$ cat src/include/bus_defs.svh
`ifndef BUS_DEFS_SVH
`define BUS_DEFS_SVH

// word and control widths
`define BUS_DATA_W 32
`define BUS_CTRL_W 8
`define BUS_ADDR_W 4

// destination id field sits above the write bit
`define BUS_ID_W 3

// device ids on the shared bus
`define RAM_BUS_ID 0
`define MBOX_BUS_ID 1

`define MBOX_DEPTH 4

`endif
$ cat src/logic/bus_pkg.sv
`include "bus_defs.svh"

package bus_pkg;

  typedef logic [`BUS_DATA_W-1:0] bus_data_t;

  // [7:5] dest id, [4] write, [3:0] word addr
  typedef logic [`BUS_CTRL_W-1:0] bus_ctrl_t;

  typedef logic [`BUS_ID_W-1:0] dev_id_t;
  typedef logic [`BUS_ADDR_W-1:0] dev_addr_t;

  typedef enum logic {
    last_m0,
    last_m1
  } arb_state_t;

endpackage

$ cat src/logic/bus_system.sv
`timescale 1ns/10ps

module bus_system
  import bus_pkg::*;
(
  input  logic      clk,
  input  logic      reset,
  input  logic      m0_req,
  input  bus_ctrl_t m0_ctrl,
  input  bus_data_t m0_wdata,
  input  logic      m1_req,
  input  bus_ctrl_t m1_ctrl,
  input  bus_data_t m1_wdata,
  output logic      m0_ack,
  output logic      m0_reply_valid,
  output bus_data_t m0_reply_data,
  output logic      m1_ack,
  output logic      m1_reply_valid,
  output bus_data_t m1_reply_data
);

  // shared bus from the arbiter to both devices
  logic      bus_write;
  dev_addr_t bus_addr;
  bus_data_t bus_wdata;
  logic      ram_sel;
  logic      mbox_sel;
  bus_data_t ram_rdata;
  bus_data_t mbox_rdata;

  bus_arbiter arbiter0 (
    .clk            (clk),
    .reset          (reset),
    .m0_req         (m0_req),
    .m0_ctrl        (m0_ctrl),
    .m0_wdata       (m0_wdata),
    .m1_req         (m1_req),
    .m1_ctrl        (m1_ctrl),
    .m1_wdata       (m1_wdata),
    .ram_rdata      (ram_rdata),
    .mbox_rdata     (mbox_rdata),
    .m0_ack         (m0_ack),
    .m0_reply_valid (m0_reply_valid),
    .m0_reply_data  (m0_reply_data),
    .m1_ack         (m1_ack),
    .m1_reply_valid (m1_reply_valid),
    .m1_reply_data  (m1_reply_data),
    .bus_write      (bus_write),
    .bus_addr       (bus_addr),
    .bus_wdata      (bus_wdata),
    .ram_sel        (ram_sel),
    .mbox_sel       (mbox_sel)
  );

  bus_ram ram0 (
    .clk   (clk),
    .reset (reset),
    .sel   (ram_sel),
    .write (bus_write),
    .addr  (bus_addr),
    .wdata (bus_wdata),
    .rdata (ram_rdata)
  );

  bus_mailbox mbox0 (
    .clk   (clk),
    .reset (reset),
    .sel   (mbox_sel),
    .write (bus_write),
    .addr  (bus_addr),
    .wdata (bus_wdata),
    .rdata (mbox_rdata)
  );

endmodule

$ cat src/logic/bus_mailbox.sv
`timescale 1ns/10ps
`include "bus_defs.svh"

module bus_mailbox
  import bus_pkg::*;
(
  input  logic      clk,
  input  logic      reset,
  input  logic      sel,
  input  logic      write,
  input  dev_addr_t addr,
  input  bus_data_t wdata,
  output bus_data_t rdata
);

  localparam int PTR_W = $clog2(`MBOX_DEPTH);
  localparam int CNT_W = PTR_W + 1;

  bus_data_t        mem [0:`MBOX_DEPTH-1];
  logic [PTR_W-1:0] wr_ptr;
  logic [PTR_W-1:0] rd_ptr;
  logic [CNT_W-1:0] count;
  logic             full;
  logic             empty;
  logic             fifo_sel;
  logic             push;
  logic             pop;

  assign full     = (count == CNT_W'(`MBOX_DEPTH));
  assign empty    = (count == '0);
  assign fifo_sel = (addr == '0); // anything else is the count register
  assign push     = sel && write && fifo_sel && !full;
  assign pop      = sel && !write && fifo_sel && !empty;

  always_ff @(posedge clk) begin
    if (push) begin
      mem[wr_ptr] <= wdata;
    end
  end

  always_ff @(posedge clk) begin
    if (reset) begin
      wr_ptr <= '0;
      rd_ptr <= '0;
      count  <= '0;
      rdata  <= '0;
    end else begin
      if (push) begin
        wr_ptr <= (wr_ptr == PTR_W'(`MBOX_DEPTH - 1)) ? '0 : wr_ptr + 1'b1;
      end
      if (pop) begin
        rd_ptr <= (rd_ptr == PTR_W'(`MBOX_DEPTH - 1)) ? '0 : rd_ptr + 1'b1;
      end
      if (push) begin
        count <= count + 1'b1;
      end else if (pop) begin
        count <= count - 1'b1;
      end
      if (sel && !write) begin
        if (!fifo_sel) begin
          rdata <= bus_data_t'(count);
        end else if (empty) begin
          rdata <= '0; // pop on empty
        end else begin
          rdata <= mem[rd_ptr];
        end
      end
    end
  end

endmodule

$ cat src/logic/bus_ram.sv
`timescale 1ns/10ps
`include "bus_defs.svh"

module bus_ram
  import bus_pkg::*;
(
  input  logic      clk,
  input  logic      reset,
  input  logic      sel,
  input  logic      write,
  input  dev_addr_t addr,
  input  bus_data_t wdata,
  output bus_data_t rdata
);

  localparam int WORDS = 1 << `BUS_ADDR_W;

  bus_data_t mem [0:WORDS-1];

  always_ff @(posedge clk) begin
    if (sel && write) begin
      mem[addr] <= wdata;
    end
  end

  always_ff @(posedge clk) begin
    if (reset) begin
      rdata <= '0;
    end else if (sel && !write) begin
      rdata <= mem[addr]; // holds between reads
    end
  end

endmodule

$ cat src/logic/bus_arbiter.sv
`timescale 1ns/10ps
`include "bus_defs.svh"

module bus_arbiter
  import bus_pkg::*;
(
  input  logic      clk,
  input  logic      reset,
  input  logic      m0_req,
  input  bus_ctrl_t m0_ctrl,
  input  bus_data_t m0_wdata,
  input  logic      m1_req,
  input  bus_ctrl_t m1_ctrl,
  input  bus_data_t m1_wdata,
  input  bus_data_t ram_rdata,
  input  bus_data_t mbox_rdata,
  output logic      m0_ack,
  output logic      m0_reply_valid,
  output bus_data_t m0_reply_data,
  output logic      m1_ack,
  output logic      m1_reply_valid,
  output bus_data_t m1_reply_data,
  output logic      bus_write,
  output dev_addr_t bus_addr,
  output bus_data_t bus_wdata,
  output logic      ram_sel,
  output logic      mbox_sel
);

  arb_state_t last_grant;
  logic       m0_elig;
  logic       m1_elig;
  logic       grant_m0;
  logic       grant_m1;
  logic       grant_any;
  bus_ctrl_t  win_ctrl;
  bus_data_t  win_wdata;
  dev_id_t    win_id;
  logic       reply_ram;
  logic       reply_mbox;
  bus_data_t  reply_data;

  assign m0_elig = m0_req && !m0_ack; // no back-to-back grant
  assign m1_elig = m1_req && !m1_ack;

  assign grant_m0  = m0_elig && (!m1_elig || last_grant == last_m1);
  assign grant_m1  = m1_elig && !grant_m0;
  assign grant_any = grant_m0 || grant_m1;

  assign win_ctrl  = grant_m1 ? m1_ctrl : m0_ctrl;
  assign win_wdata = grant_m1 ? m1_wdata : m0_wdata;
  assign win_id    = win_ctrl[`BUS_CTRL_W-1 -: `BUS_ID_W];

  always_ff @(posedge clk) begin
    if (reset) begin
      last_grant <= last_m1; // so m0 takes the first tie
      m0_ack     <= 1'b0;
      m1_ack     <= 1'b0;
      bus_write  <= 1'b0;
      ram_sel    <= 1'b0;
      mbox_sel   <= 1'b0;
    end else begin
      m0_ack    <= grant_m0;
      m1_ack    <= grant_m1;
      bus_write <= grant_any && win_ctrl[`BUS_ADDR_W];
      ram_sel   <= grant_any && (win_id == dev_id_t'(`RAM_BUS_ID));
      mbox_sel  <= grant_any && (win_id == dev_id_t'(`MBOX_BUS_ID));
      if (grant_m0) begin
        last_grant <= last_m0;
      end else if (grant_m1) begin
        last_grant <= last_m1;
      end
    end
  end

  always_ff @(posedge clk) begin
    if (grant_any) begin
      bus_addr  <= win_ctrl[`BUS_ADDR_W-1:0];
      bus_wdata <= win_wdata;
    end
  end

  // reply stage, one cycle behind ack
  always_ff @(posedge clk) begin
    if (reset) begin
      m0_reply_valid <= 1'b0;
      m1_reply_valid <= 1'b0;
      reply_ram      <= 1'b0;
      reply_mbox     <= 1'b0;
    end else begin
      m0_reply_valid <= m0_ack && !bus_write;
      m1_reply_valid <= m1_ack && !bus_write;
      reply_ram      <= ram_sel;
      reply_mbox     <= mbox_sel;
    end
  end

  always_comb begin
    if (reply_ram) begin
      reply_data = ram_rdata;
    end else if (reply_mbox) begin
      reply_data = mbox_rdata;
    end else begin
      reply_data = '0; // unmapped id reads zero
    end
  end

  assign m0_reply_data = reply_data;
  assign m1_reply_data = reply_data;

endmodule

$ cat config.mk
export PLATFORM = sky130hd
export DESIGN_NAME = bus_system
export DESIGN_NICKNAME = d
export VERILOG_FILES = /design/src/logic/bus_pkg.sv /design/src/logic/bus_system.sv /design/src/logic/bus_mailbox.sv /design/src/logic/bus_ram.sv /design/src/logic/bus_arbiter.sv
export VERILOG_INCLUDE_DIRS = /design/src /design/src/include
export SDC_FILE = /design/constraint.sdc
export NUM_CORES = 1
export LEC_CHECK = 0
export BUFFER_PORTS_ARGS = -buffer_cell sky130_fd_sc_hd__clkbuf_2
export CORE_ASPECT_RATIO = 0.6
export CORE_MARGIN = 4
export CORE_UTILIZATION = 50
export DETAILED_ROUTE_END_ITERATION = 12
export PLACE_DENSITY = 0.81
export SYNTH_ARGS = -nofsm -noshare
export SYNTH_HDL_FRONTEND = slang
export SYNTH_SLANG_ARGS = --single-unit
$ cat constraint.sdc
create_clock -name clk -period 4.4 [get_ports clk]
set_input_delay 0.88 -clock clk [delete_from_list [all_inputs] [get_ports clk]]
set_output_delay 0.88 -clock clk [all_outputs]
set_load 0.05 [all_outputs]
==> impl_results.md <==
* Mapped Cells at around 1600
* Peak Freq at 0.298 GHz
* WP depth at 4
* Chip height at ~200 um
* Top FF cell, synth: edfxtp_1
* Setup TNS at 0 ns
* Ratio of cells with drive above 1 in the final layout at 28.8%
* Max-slew violations at 0
* Fill cells at slightly above 4000
* I/O Buffers at 151
* Syn nets at ~1700
* CP Cell Sequence: buf_4 -> nand2_1 -> o21ai_0 -> clkbuf_2
* Worst Reg-to-Reg Cells at 4
* Max cap viols at 0
* Post-Syn Area per Cell at roughly 18 um^2
* Worst Setup SP: arbiter0.reply_mbox$_SDFF_PP0_
* Post-CTS setup buffer count at 0
* Most frequent cells after synthesis: 676 x edfxtp_1, 110 x mux4_2, 86 x nor2_1
* WP data required at between 3 and 4 ns
* Gpl congestion at approximately 0.83
* Die area at roughly 62000 um^2
* Post-CTS Hold Fix Bufs at 0
* Net Sw Frac at 21.9%
* Row Count at between 60 and 70
* Sw Pwr at 3230 uW
* Outcome: completed
* Unique masters post-synth at between 40 and 50
* Die width at 320 um
* Final Hold Fails at 0
* Setup Skew at just over 0.02 ns
* Flop2flop setup slack at between 1 and 1.5 ns
* Slew Limit Headroom at about 14%
* Worst path slowest cell: dfxtp_1
* Met3 Use GR at about a tenth
* Register area at 22000 um^2
* Synth Warn # at 0
* Busiest layer in global routing: met1
* # clock sinks at between 700 and 800
* Post-CTS sizing at 0
* Final setup fails at 0
* FFs w/ async S/R, synth at 0%
* Final ANT Viol Nets at 0
* Maximum vdd drop at around 0.00032 V
* Startpoint types: flip-flop
* First-pass GRT wire length at approximately 100000 um
* DRT iter0 DRCs at 2280
* Via density at 6.20
* CP Capture Type: primary output
* Root Driver: clkbuf_16
* Layout area overhead at 12.9%
* Critical Path AT at 2.48 ns
* Slowest stage delay, CP at 0.65 ns
* Initial DRT Pass Iterations at 8
* Clk pwr share at around two fifths
* Final nets at 1798
* Final period utilization at around 76%
* Met1 Use GR at about a third
* Num CTS Buffers at 61
* Cell Area, Synth at about 29000 um^2
* RSZ-0062 raised after global routing: false
* Gate power share at between 5 and 6%
* CTS tree: built
* Maximum buffer depth of the clock tree at 3
* Tot GR Track Use at between 20 and 25%
* Top-count cell post-synth: edfxtp_1
* Hold WC Path Type: flip-flop to flip-flop
* Share of the synthesized area in the top cell type at around 70%
* I/O Pins at ~150
* Power per cell area at roughly 450 nW/um^2
* Core ar. at around 58000 um^2
* EDFF count, synth at 676
* Via count at 15700
* GR Overflow Total at 0
* Grt met2 use at 31.0%
* Area leader, netlist: edfxtp_1
* DRC errors left at 0
* Design internal power at roughly 12000 uW
* Hold path depth at 2
* Initial cell density of the core at about half
* Total Wirelength at roughly 70000 um
* Placed cell count at 2415
* DR WL/cell at between 20 and 30 um
* Vias in the first global route at 15500
* Worst Setup EP: m0_reply_data[28]
* Crit path buf inv count at 2
* Post-DP HPWL at between 40000 and 50000 um
* Leak at around 0.011 uW
* #FFs+latches synth at 759
* Top cells by area, synth: edfxtp_1 70%, mux4_2 8.5%, dfxtp_1 5.7%
* Top Family by Delay on Critical Path: buffers and inverters
* Area of the multi-input gates at 6710 um^2
* Reg2reg start: arbiter0.bus_addr[0]$_DFFE_PP_
* Largest net degree at the start of global routing at 100
* Final Critical Period at around 3.4 ns
* Register area share after synthesis at 75.2%
* CP max FO at 20
* Slew @ Worst Pin at between 1 and 1.5 ns
* Initial antenna violation count at 2
* Clk slew on worst S/H paths at 0.07 ns
* Post-Layout Cell Count at 2533
* Clock latency on the worst-skew pair at around 0.61 ns
* Sequential Power Share at about 56%
* H-tree Lvls at 2
* Critical path type: flip-flop to primary output
* FF-to-FF End: ram0.mem[9][29]$_DFFE_PP_
[registers in the layout, summed over array words and instances, names as in the netlist, 2 cells and up, named ones only]
| signal | count |
|---|---|
| mbox0.mem | 128 |
| mbox0.rd_ptr | 2 |
| ram0.mem | 512 |
| arbiter0.bus_addr | 4 |
| arbiter0.bus_wdata | 32 |
| mbox0.wr_ptr | 2 |
| ram0.rdata | 32 |
| mbox0.count | 3 |
| mbox0.rdata | 32 |
[worst min path at each step]
stage / startpoint / to
3_5_place_dp: mbox0.rdata[0]$_SDFFE_PP0N_ / mbox0.rdata[0]$_SDFFE_PP0N_
2_1_floorplan: mbox0.rdata[0]$_SDFFE_PP0N_ / mbox0.rdata[0]$_SDFFE_PP0N_
6_report: mbox0.rdata[0]$_SDFFE_PP0N_ / mbox0.rdata[0]$_SDFFE_PP0N_
4_1_cts: mbox0.rdata[0]$_SDFFE_PP0N_ / mbox0.rdata[0]$_SDFFE_PP0N_
5_1_grt: m0_ctrl[4] / arbiter0.bus_write$_SDFF_PP0_
3_3_place_gp: mbox0.rdata[2]$_SDFFE_PP0N_ / mbox0.rdata[2]$_SDFFE_PP0N_
[worst min-delay path: stages (launching register included)]
cell     delay [ns]
dfxtp_1        0.32
nand2_1        0.05
a21oi_1        0.05
[cells in the final DEF (no fill, tap or decap), types with 3 or more instances in the layout]
cell type / instances
nor2b_1: 5
a221o_1: 14
o221ai_1: 21
inv_1: 3
mux4_2: 110
buf_4: 36
or3_1: 3
nor3_2: 3
clkinvlp_4: 3
a22oi_1: 29
a221oi_1: 32
nor4_4: 3
clkbuf_1: 13
nand2_1: 76
nor2_4: 10
bufinv_16: 8
a211oi_1: 18
dfxtp_1: 81
and2_1: 6
clkbuf_8: 6
mux2_2: 79
nor3_1: 19
clkinv_2: 14
o21ai_0: 51
clkbuf_16: 63
nor2_1: 75
buf_12: 9
ha_1: 5
clkbuf_2: 150
a21oi_1: 25
mux2i_1: 76
nand2b_1: 5
edfxtp_1: 676
clkinv_1: 8
[power groups by stage]
stage	registers [uW]	logic (uW)	clock network (uW)
finish	8290	758	5720
global route	8310	803	6060
floorplan	8270	531	0
CTS	8280	752	5740
detailed placement	8440	747	0
global placement	8420	730	0
[kinds of logic after synthesis]
kind of cell,Yosys count,synth area share [%]
AOI/OAI and AO/OA,195,4.76
and+or+nand+nor,219,3.27
adders and majority gates,6,0.283
buffers and inverters,136,2.34
muxes,265,14.1
DFF,759,75.2
[through the flow]
step / total power (uW) / util (%) / instance area, um^2 / hold slack (ns) / setup slack (ns)
after CTS: 14800 / 57.2 / 33000 / 0.459 / 1.03
final: 14800 / 57.2 / 33000 / 0.466 / 1.04
after global routing: 15200 / 57.2 / 33000 / 0.476 / 0.940
after floorplan: 8800 / - / 29200 / 0.437 / 0.160
after detailed placement: 9190 / 53.6 / 30900 / 0.450 / 1.21
after global placement: 9150 / 53.6 / 30900 / 0.452 / 1.33
[final cells by class]
type	count	share of cell area, %
diodes	2	0.0152
repair buffers	195	3.64
flip-flops and latches	759	66.6
inverters	6	0.0683
well taps	770	2.92
clock buffers	82	5.18
multi-input cells	685	20.4
clock inverters	34	1.16
[metal layers]
metal,vias up,wire (um)
met5,-,13
met4,2,1020
li1,6556,-
met1,7996,28400
met2,1049,29800
met3,103,11200
No activity file was read; power rests on OpenSTA's default activity.
